## config.mk

```make
export PLATFORM = sky130hd
export DESIGN_NAME = mem_pipe_top
export DESIGN_NICKNAME = d
export VERILOG_FILES = /design/src/mem_pipe_pkg.sv /design/src/mem_pipe_top.sv /design/src/writeback_stage.sv /design/src/read_wait_stage.sv /design/src/mem_req_stage.sv
export SDC_FILE = /design/constraint.sdc
export NUM_CORES = 1
export LEC_CHECK = 0
export ABC_AREA = 1
export CORE_MARGIN = 4
export CORE_UTILIZATION = 35
export CTS_CLUSTER_DIAMETER = 50
export CTS_CLUSTER_SIZE = 14
export DETAILED_ROUTE_END_ITERATION = 7
export DONT_BUFFER_PORTS = 1
export SYNTH_ARGS = -nofsm -noshare
export SYNTH_HDL_FRONTEND = slang
export SYNTH_SLANG_ARGS = --single-unit
```

## constraint.sdc

```tcl
create_clock -name clk -period 8.5 [get_ports clk]
set_clock_uncertainty 0.05 [all_clocks]
set_input_delay 0.425 -clock clk [delete_from_list [all_inputs] [get_ports clk]]
set_output_delay 0.425 -clock clk [all_outputs]
set_load 0.02 [all_outputs]
```

## src/mem_pipe_pkg.sv

```systemverilog
`default_nettype none

package mem_pipe_pkg;

    typedef enum logic [3:0] {
        OP_ALU,
        OP_LD_B,
        OP_LD_BU,
        OP_LD_H,
        OP_LD_HU,
        OP_LD_W,
        OP_ST_B,
        OP_ST_H,
        OP_ST_W
    } mem_op_e;

    // address error on a misaligned load or store
    localparam logic [5:0] ECODE_ALE = 6'd9;

    function automatic logic op_is_load(mem_op_e op);
        return op inside {OP_LD_B, OP_LD_BU, OP_LD_H, OP_LD_HU, OP_LD_W};
    endfunction

    function automatic logic op_is_store(mem_op_e op);
        return op inside {OP_ST_B, OP_ST_H, OP_ST_W};
    endfunction

    // bus size encoding is 0 byte, 1 halfword, 2 word
    function automatic logic [1:0] op_size(mem_op_e op);
        case (op)
            OP_LD_B, OP_LD_BU, OP_ST_B: return 2'd0;
            OP_LD_H, OP_LD_HU, OP_ST_H: return 2'd1;
            default: return 2'd2;
        endcase
    endfunction

    function automatic logic op_misaligned(mem_op_e op, logic [31:0] addr);
        if (!(op_is_load(op) || op_is_store(op))) begin
            return 1'b0;
        end
        case (op_size(op))
            2'd1: return addr[0];
            2'd2: return addr[1:0] != 2'b00;
            default: return 1'b0;
        endcase
    endfunction

endpackage

`default_nettype wire
```

## src/mem_pipe_top.sv

```systemverilog
`timescale 1ns/1ps
`default_nettype none

module mem_pipe_top (
    input  logic                  clk,
    input  logic                  rst,
    input  logic                  in_valid,
    output logic                  in_ready,
    input  logic [31:0]           in_pc,
    input  mem_pipe_pkg::mem_op_e in_op,
    input  logic [31:0]           in_addr,
    input  logic [31:0]           in_wdata,
    input  logic [4:0]            in_dest,
    input  logic                  wb_ready,
    output logic                  data_req,
    output logic                  data_wr,
    output logic [1:0]            data_size,
    output logic [3:0]            data_wstrb,
    output logic [31:0]           data_addr,
    output logic [31:0]           data_wdata,
    input  logic                  addr_ok,
    input  logic                  data_ok,
    input  logic [31:0]           data_rdata,
    output logic                  retire_valid,
    output logic [31:0]           retire_pc,
    output logic                  retire_exc,
    output logic [5:0]            retire_ecode,
    output logic                  rf_we,
    output logic [4:0]            rf_waddr,
    output logic [31:0]           rf_wdata
);
    import mem_pipe_pkg::*;

    // request stage to read-wait stage
    logic        req_valid;
    logic        req_ready;
    logic [31:0] req_pc;
    logic [31:0] req_result;
    mem_op_e     req_op;
    logic [1:0]  req_offset;
    logic [4:0]  req_dest;
    logic        req_has_req;
    logic        req_exc;
    logic [5:0]  req_ecode;

    // read-wait stage to writeback
    logic        rw_valid;
    logic        rw_ready;
    logic [31:0] rw_pc;
    logic [31:0] rw_result;
    logic [31:0] rw_rdata;
    mem_op_e     rw_op;
    logic [1:0]  rw_offset;
    logic [4:0]  rw_dest;
    logic        rw_exc;
    logic [5:0]  rw_ecode;

    mem_req_stage req_i (
        .clk, .rst, .in_valid, .in_ready,
        .in_pc, .in_addr, .in_wdata, .in_op, .in_dest,
        .out_ready   (req_ready),
        .out_valid   (req_valid),
        .out_pc      (req_pc),
        .out_result  (req_result),
        .out_op      (req_op),
        .out_offset  (req_offset),
        .out_dest    (req_dest),
        .out_has_req (req_has_req),
        .out_exc     (req_exc),
        .out_ecode   (req_ecode),
        .data_req, .data_wr, .data_size, .data_wstrb,
        .data_addr, .data_wdata, .addr_ok
    );

    read_wait_stage rw_i (
        .clk, .rst,
        .in_valid    (req_valid),
        .in_ready    (req_ready),
        .out_ready   (rw_ready),
        .out_valid   (rw_valid),
        .in_pc       (req_pc),
        .in_result   (req_result),
        .in_op       (req_op),
        .in_offset   (req_offset),
        .in_dest     (req_dest),
        .in_has_req  (req_has_req),
        .in_exc      (req_exc),
        .in_ecode    (req_ecode),
        .data_ok, .data_rdata,
        .out_pc      (rw_pc),
        .out_result  (rw_result),
        .out_rdata   (rw_rdata),
        .out_op      (rw_op),
        .out_offset  (rw_offset),
        .out_dest    (rw_dest),
        .out_exc     (rw_exc),
        .out_ecode   (rw_ecode)
    );

    writeback_stage wb_i (
        .clk, .rst,
        .in_valid    (rw_valid),
        .in_ready    (rw_ready),
        .in_pc       (rw_pc),
        .in_result   (rw_result),
        .in_rdata    (rw_rdata),
        .in_op       (rw_op),
        .in_offset   (rw_offset),
        .in_dest     (rw_dest),
        .in_exc      (rw_exc),
        .in_ecode    (rw_ecode),
        .wb_ready,
        .retire_valid, .retire_pc, .retire_exc, .retire_ecode,
        .rf_we, .rf_waddr, .rf_wdata
    );

endmodule

`default_nettype wire

```

## src/writeback_stage.sv

```systemverilog
`timescale 1ns/1ps
`default_nettype none

module writeback_stage (
    input  logic                  clk,
    input  logic                  rst,
    input  logic                  in_valid,
    output logic                  in_ready,
    input  logic [31:0]           in_pc,
    input  logic [31:0]           in_result,
    input  logic [31:0]           in_rdata,
    input  mem_pipe_pkg::mem_op_e in_op,
    input  logic [1:0]            in_offset,
    input  logic [4:0]            in_dest,
    input  logic                  in_exc,
    input  logic [5:0]            in_ecode,
    input  logic                  wb_ready,
    output logic                  retire_valid,
    output logic [31:0]           retire_pc,
    output logic                  retire_exc,
    output logic [5:0]            retire_ecode,
    output logic                  rf_we,
    output logic [4:0]            rf_waddr,
    output logic [31:0]           rf_wdata
);
    import mem_pipe_pkg::*;

    logic [7:0]  ld_byte;
    logic [15:0] ld_half;
    logic [31:0] wb_data;
    logic        we;
    logic        fwd;

    assign in_ready = !rst && (!in_valid || wb_ready);
    assign fwd      = in_valid && wb_ready;

    // lane select by byte offset
    assign ld_byte = in_rdata[{in_offset, 3'b000} +: 8];
    assign ld_half = in_rdata[{in_offset[1], 4'b0000} +: 16];

    always_comb begin
        case (in_op)
            OP_LD_B:  wb_data = {{24{ld_byte[7]}}, ld_byte};
            OP_LD_BU: wb_data = {24'd0, ld_byte};
            OP_LD_H:  wb_data = {{16{ld_half[15]}}, ld_half};
            OP_LD_HU: wb_data = {16'd0, ld_half};
            OP_LD_W:  wb_data = in_rdata;
            default:  wb_data = in_result;
        endcase
    end

    assign we = !in_exc && (in_dest != 5'd0) && (op_is_load(in_op) || in_op == OP_ALU);

    always_ff @(posedge clk) begin
        if (rst) begin
            retire_valid <= 1'b0;
            rf_we        <= 1'b0;
        end else if (wb_ready) begin
            retire_valid <= in_valid;
            rf_we        <= in_valid && we;
        end
    end

    always_ff @(posedge clk) begin
        if (fwd) begin
            retire_pc    <= in_pc;
            retire_exc   <= in_exc;
            retire_ecode <= in_ecode;
            rf_waddr     <= in_dest;
            rf_wdata     <= wb_data;
        end
    end

endmodule

`default_nettype wire

```

## src/read_wait_stage.sv

```systemverilog
`timescale 1ns/1ps
`default_nettype none

module read_wait_stage (
    input  logic                  clk,
    input  logic                  rst,
    input  logic                  in_valid,
    output logic                  in_ready,
    input  logic                  out_ready,
    output logic                  out_valid,
    input  logic [31:0]           in_pc,
    input  logic [31:0]           in_result,
    input  mem_pipe_pkg::mem_op_e in_op,
    input  logic [1:0]            in_offset,
    input  logic [4:0]            in_dest,
    input  logic                  in_has_req,
    input  logic                  in_exc,
    input  logic [5:0]            in_ecode,
    input  logic                  data_ok,
    input  logic [31:0]           data_rdata,
    output logic [31:0]           out_pc,
    output logic [31:0]           out_result,
    output logic [31:0]           out_rdata,
    output mem_pipe_pkg::mem_op_e out_op,
    output logic [1:0]            out_offset,
    output logic [4:0]            out_dest,
    output logic                  out_exc,
    output logic [5:0]            out_ecode
);
    import mem_pipe_pkg::*;

    logic        ready_go;
    logic        fwd;
    logic        consume;
    logic        pop;
    logic        push;
    logic        data_valid;
    logic [31:0] data;
    logic        data1_valid;
    logic [31:0] data1;
    logic [31:0] fwd_data;

    assign ready_go = !in_valid || !in_has_req || data_valid || data_ok;
    assign fwd      = in_valid && ready_go && out_ready;
    assign in_ready = !rst && (!in_valid || ready_go && out_ready);

    // the oldest held word belongs to the instruction in this stage
    assign consume  = fwd && in_has_req;
    assign pop      = consume && data_valid;
    assign push     = data_ok && !(consume && !data_valid);
    assign fwd_data = data_valid ? data : data_rdata;

    // second slot covers the response of the request issued behind us
    always_ff @(posedge clk) begin
        if (rst) begin
            data_valid  <= 1'b0;
            data1_valid <= 1'b0;
        end else if (pop && !push) begin
            data_valid  <= data1_valid;
            data1_valid <= 1'b0;
        end else if (push && !pop) begin
            data_valid  <= 1'b1;
            data1_valid <= data_valid;
        end
    end

    always_ff @(posedge clk) begin
        if (pop) begin
            data  <= data1_valid ? data1 : data_rdata;
            data1 <= data_rdata;
        end else if (push && data_valid) begin
            data1 <= data_rdata;
        end else if (push) begin
            data <= data_rdata;
        end
    end

    always_ff @(posedge clk) begin
        if (rst) begin
            out_valid <= 1'b0;
        end else if (out_ready) begin
            out_valid <= in_valid && ready_go;
        end
    end

    always_ff @(posedge clk) begin
        if (fwd) begin
            out_pc     <= in_pc;
            out_result <= in_result;
            out_rdata  <= fwd_data;
            out_op     <= in_op;
            out_offset <= in_offset;
            out_dest   <= in_dest;
            out_exc    <= in_exc;
            out_ecode  <= in_ecode;
        end
    end

    // request stage never lets more than two responses be outstanding
    assert property (@(posedge clk) disable iff (rst)
        data_ok |-> !(data_valid && data1_valid));

endmodule

`default_nettype wire

```

## src/mem_req_stage.sv

```systemverilog
`timescale 1ns/1ps
`default_nettype none

module mem_req_stage (
    input  logic                  clk,
    input  logic                  rst,
    input  logic                  in_valid,
    output logic                  in_ready,
    input  logic [31:0]           in_pc,
    input  logic [31:0]           in_addr,
    input  logic [31:0]           in_wdata,
    input  mem_pipe_pkg::mem_op_e in_op,
    input  logic [4:0]            in_dest,
    input  logic                  out_ready,
    output logic                  out_valid,
    output logic [31:0]           out_pc,
    output logic [31:0]           out_result,
    output mem_pipe_pkg::mem_op_e out_op,
    output logic [1:0]            out_offset,
    output logic [4:0]            out_dest,
    output logic                  out_has_req,
    output logic                  out_exc,
    output logic [5:0]            out_ecode,
    output logic                  data_req,
    output logic                  data_wr,
    output logic [1:0]            data_size,
    output logic [3:0]            data_wstrb,
    output logic [31:0]           data_addr,
    output logic [31:0]           data_wdata,
    input  logic                  addr_ok
);
    import mem_pipe_pkg::*;

    typedef enum logic [1:0] {IDLE, REQ, SENT} req_state_e;

    req_state_e  state;
    logic        valid_q;
    logic [31:0] pc_q;
    logic [31:0] addr_q;
    logic [31:0] wdata_q;
    mem_op_e     op_q;
    logic [4:0]  dest_q;
    logic        misaligned;
    logic        has_req;
    logic        need_req_in;
    logic        ready_go;
    logic        fwd;
    logic        load;

    assign misaligned  = op_misaligned(op_q, addr_q);
    assign has_req     = (op_is_load(op_q) || op_is_store(op_q)) && !misaligned;
    assign need_req_in = (op_is_load(in_op) || op_is_store(in_op)) &&
                         !op_misaligned(in_op, in_addr);

    // only a request still waiting for addr_ok holds the stage
    assign ready_go = !(state == REQ && !addr_ok);
    assign fwd      = valid_q && ready_go && out_ready;
    assign in_ready = !rst && (!valid_q || fwd);
    assign load     = in_valid && in_ready;

    always_ff @(posedge clk) begin
        if (rst) begin
            valid_q <= 1'b0;
        end else if (load) begin
            valid_q <= 1'b1;
        end else if (fwd) begin
            valid_q <= 1'b0;
        end
    end

    always_ff @(posedge clk) begin
        if (load) begin
            pc_q    <= in_pc;
            addr_q  <= in_addr;
            wdata_q <= in_wdata;
            op_q    <= in_op;
            dest_q  <= in_dest;
        end
    end

    // SENT keeps an accepted request from going out again while stalled
    always_ff @(posedge clk) begin
        if (rst) begin
            state <= IDLE;
        end else if (load) begin
            state <= need_req_in ? REQ : IDLE;
        end else if (fwd) begin
            state <= IDLE;
        end else if (state == REQ && addr_ok) begin
            state <= SENT;
        end
    end

    assign data_req  = (state == REQ);
    assign data_wr   = op_is_store(op_q);
    assign data_size = op_size(op_q);
    assign data_addr = addr_q;

    always_comb begin
        case (op_q)
            OP_ST_B: data_wstrb = 4'b0001 << addr_q[1:0];
            OP_ST_H: data_wstrb = addr_q[1] ? 4'b1100 : 4'b0011;
            OP_ST_W: data_wstrb = 4'b1111;
            default: data_wstrb = 4'b0000;
        endcase
    end

    // replicate store data across the byte lanes
    always_comb begin
        case (op_size(op_q))
            2'd0: data_wdata = {4{wdata_q[7:0]}};
            2'd1: data_wdata = {2{wdata_q[15:0]}};
            default: data_wdata = wdata_q;
        endcase
    end

    always_ff @(posedge clk) begin
        if (rst) begin
            out_valid <= 1'b0;
        end else if (out_ready) begin
            out_valid <= valid_q && ready_go;
        end
    end

    always_ff @(posedge clk) begin
        if (fwd) begin
            out_pc      <= pc_q;
            out_result  <= addr_q;
            out_op      <= op_q;
            out_offset  <= addr_q[1:0];
            out_dest    <= dest_q;
            out_has_req <= has_req;
            out_exc     <= misaligned;
            out_ecode   <= misaligned ? ECODE_ALE : 6'd0;
        end
    end

    // request fields hold until the slave takes them
    assert property (@(posedge clk) disable iff (rst)
        data_req && !addr_ok |=> data_req && $stable(data_addr) && $stable(data_wr) &&
            $stable(data_size) && $stable(data_wstrb) && $stable(data_wdata));

endmodule

`default_nettype wire

```

==> impl_metrics.tcl <==
set metrics [dict create \
    ir_worst_vdd_mv 0.160 \
    hpwl_mm 25.0 \
    maxCapViolations 0 \
    final_max_slew_viol_count 0 \
    grt_pass1_wl_mm 55.9 \
    reg2reg_depth 10 \
    async_flop_share_pct 0 \
    powerDensity_nw_per_um2 240 \
    startpoint_type "flip-flop" \
    cts_max_path_buffers 3 \
    dr.pass1.iters 6 \
    ys_seq_area_share_pct 81.0 \
    fp.coreArea_um2 44400 \
    io_buffers 0 \
    synth_seq_cells 429 \
    r2r_start "req_i.out_has_req$_DFFE_PP_" \
    dp_slack_ns 5.24 \
    hold_violations 0 \
    fp.dieH_um 220 \
    rows 77 \
    numCtsBuffers 46 \
    hold_class "input pin to flip-flop" \
    gr-total-overflow 0 \
    synth_flop_cell "edfxtp_1" \
    crit_path_end_kind "output port" \
    hp-start "data_rdata[5]" \
    htreeDepth 2 \
    holdPathEnd "rw_i.out_rdata[5]$_DFFE_PN_" \
    first_iter_violations 700 \
    drive_above_1_share_pct 9.05 \
    holdBufCountCts 142 \
    antenna_found_initial 1 \
    grt.total_usage_pct 15.3 \
    worst_slack_ns 5.51 \
    final_common_cell "edfxtp_1" \
    synth_edf_count 420 \
    critical_path_class "flip-flop to output port" \
    cts_setup_buffers 0 \
    total_power_mw 4.59 \
    via_per_inst 4.83 \
    fmax_mhz 335 \
    min_period_ns 2.99 \
    start_util_pct 35.6 \
    io_pins 294 \
    route.antenna.remaining_nets 0 \
    relSlewSlack_pct 30.3 \
    cp.arrival_ns 2.51 \
    final_cell_mix "420 x edfxtp_1, 287 x nand2_1, 142 x dlygate4sd3_1, 71 x nand3_1, 49 x inv_1" \
    clk_pin_slew_ns 0.06 \
    grt_max_degree 73 \
    synth_area_um2 15800 \
    worstPathRequired_ns 8.03 \
    holdWs_ns 0.0349 \
    crit-reg2reg-capture "req_i.data_addr[6]$_DFFE_PP_" \
    cp_max_fo 17 \
    syn_inst 1067 \
    cts_resized 0 \
    setup_viol 0 \
    drt_wl_total_mm 37.7 \
    avgSynthCellArea_um2 14.8 \
    tritoncts "built" \
    ys_types 43 \
    r2r_setup_slack_ns 5.58 \
    cts_root_buffer "clkbuf_16" \
    tns_ns 0 \
    die_w_um 220 \
    wl_per_cell_um 20.5 \
    min_path_cells 2 \
    min_period_over_period_pct 35.2 \
    ys_warn_count 0 \
    drc 0 \
    clock_latency_ns 0.56 \
    dr_total_vias 8887 \
    first_global_vias 9060 \
    syn2layout_area_growth_pct 21.3 \
    p_leak_nw 6.91 \
    finalNetCount 1365 \
    outcome "finished clean" \
    worstMarginPinSlew_ns 1.05 \
    rsz0062_at_grt "no" \
    die_area_um2 48600 \
    clock_sinks 429 \
    gp_congestion 0.849 \
]
## metrics by stage
stage               util (%)  area, µm²  std cells
CTS                     43.1      19200       1840
finish                  43.1      19200       1841
global route            43.1      19200       1841
global placement        36.7      16300       1622
floorplan                  -      15800       1070
detailed placement      36.7      16300       1622
## cell families after synthesis
group,count (synthesis),synth area share [%]
AND/OR/NAND/NOR,436,11.9
flip-flops,429,81.0
buffers and inverters,110,3.46
AO/OA/AOI/OAI,88,3.47
adder cells (fa/ha/maj),2,0.158
XOR/XNOR,1,0.0555
other,1,0.0237
## worst max path at each step
stage / start / endpoint / cells after the start
finish: req_i.op_q[3]$_DFFE_PP_ / data_wdata[26] / 7
global route: req_i.op_q[3]$_DFFE_PP_ / data_wdata[27] / 7
CTS: rw_i.data_valid$_SDFFE_PP0P_ / rw_i.data1[1]$_DFFE_PP_ / 5
detailed placement: rw_i.data_valid$_SDFFE_PP0P_ / rw_i.data1[2]$_DFFE_PP_ / 5
global placement: rw_i.data_valid$_SDFFE_PP0P_ / rw_i.data1[2]$_DFFE_PP_ / 5
floorplan: wb_ready / rw_i.data[0]$_DFFE_PP_ / 7
## cells in the mapped netlist (2+ instances only)
master / number / area, µm²
clkbuf_1: 14 / 52.6
nor2_1: 37 / 139
nand2_1: 288 / 1080
edfxtp_1: 420 / 12600
nand3_1: 71 / 355
ha_1: 2 / 25.0
buf_2: 6 / 30.0
nor3_1: 3 / 15.0
o21ai_0: 32 / 160
nand2_2: 6 / 37.5
dfxtp_1: 9 / 180
buf_4: 21 / 158
o21ba_1: 3 / 30.0
buf_6: 6 / 67.6
nor2_4: 3 / 33.8
nand4_1: 18 / 113
a21oi_1: 21 / 105
nand3b_1: 2 / 15.0
nand3_2: 2 / 20.0
nand2_4: 2 / 22.5
o22ai_1: 6 / 37.5
o2111ai_1: 3 / 26.3
o31ai_1: 3 / 22.5
inv_2: 9 / 33.8
o211ai_1: 11 / 82.6
inv_1: 52 / 195
## layout make-up
cell class / instances / area (µm²)
Antenna cell: 1 / 2.50
Clock buffer: 50 / 1190
Clock inverter: 26 / 243
Fill cell: 3891 / 25300
Inverter: 62 / 240
Multi-Input combinational cell: 531 / 2480
Sequential cell: 429 / 12800
Tap cell: 592 / 741
Timing Repair Buffer: 150 / 1480
## registers in the layout, summed over array words and instances, names as in the netlist, 5 cells and up
register,flops
req_i.data_addr,32
req_i.dest_q,5
req_i.out_dest,5
req_i.out_pc,32
req_i.out_result,31
req_i.pc_q,32
req_i.wdata_q,32
rw_i.data,32
rw_i.data1,32
rw_i.out_dest,5
rw_i.out_pc,32
rw_i.out_rdata,32
rw_i.out_result,31
wb_i.retire_pc,32
wb_i.rf_waddr,5
wb_i.rf_wdata,32
## power breakdown
group | switching, mW | internal, mW
sequential | 0.0509 | 2.42
clock | 0.839 | 1.06
combinational | 0.147 | 0.0769
total | 1.04 | 3.55
## worst max-delay path: stages (launching register included)
cell      delay [ns]
edfxtp_1        0.49
or2_4           0.29
o21ai_4         0.40
inv_2           0.11
nand2_4         0.16
inv_4           0.13
nand2_1         0.12
o211ai_1        0.25
## routing by layer
layer / track usage [%] / vias to the layer above / part of all wire (%)
met5: 0 / - / 0
met4: 4.17 / 0 / 2.0
met3: 4.59 / 51 / 7.4
met2: 26.1 / 365 / 50
met1: 19.0 / 4364 / 40
li1: - / 4107 / -
No activity file was read; power rests on OpenSTA's default activity.
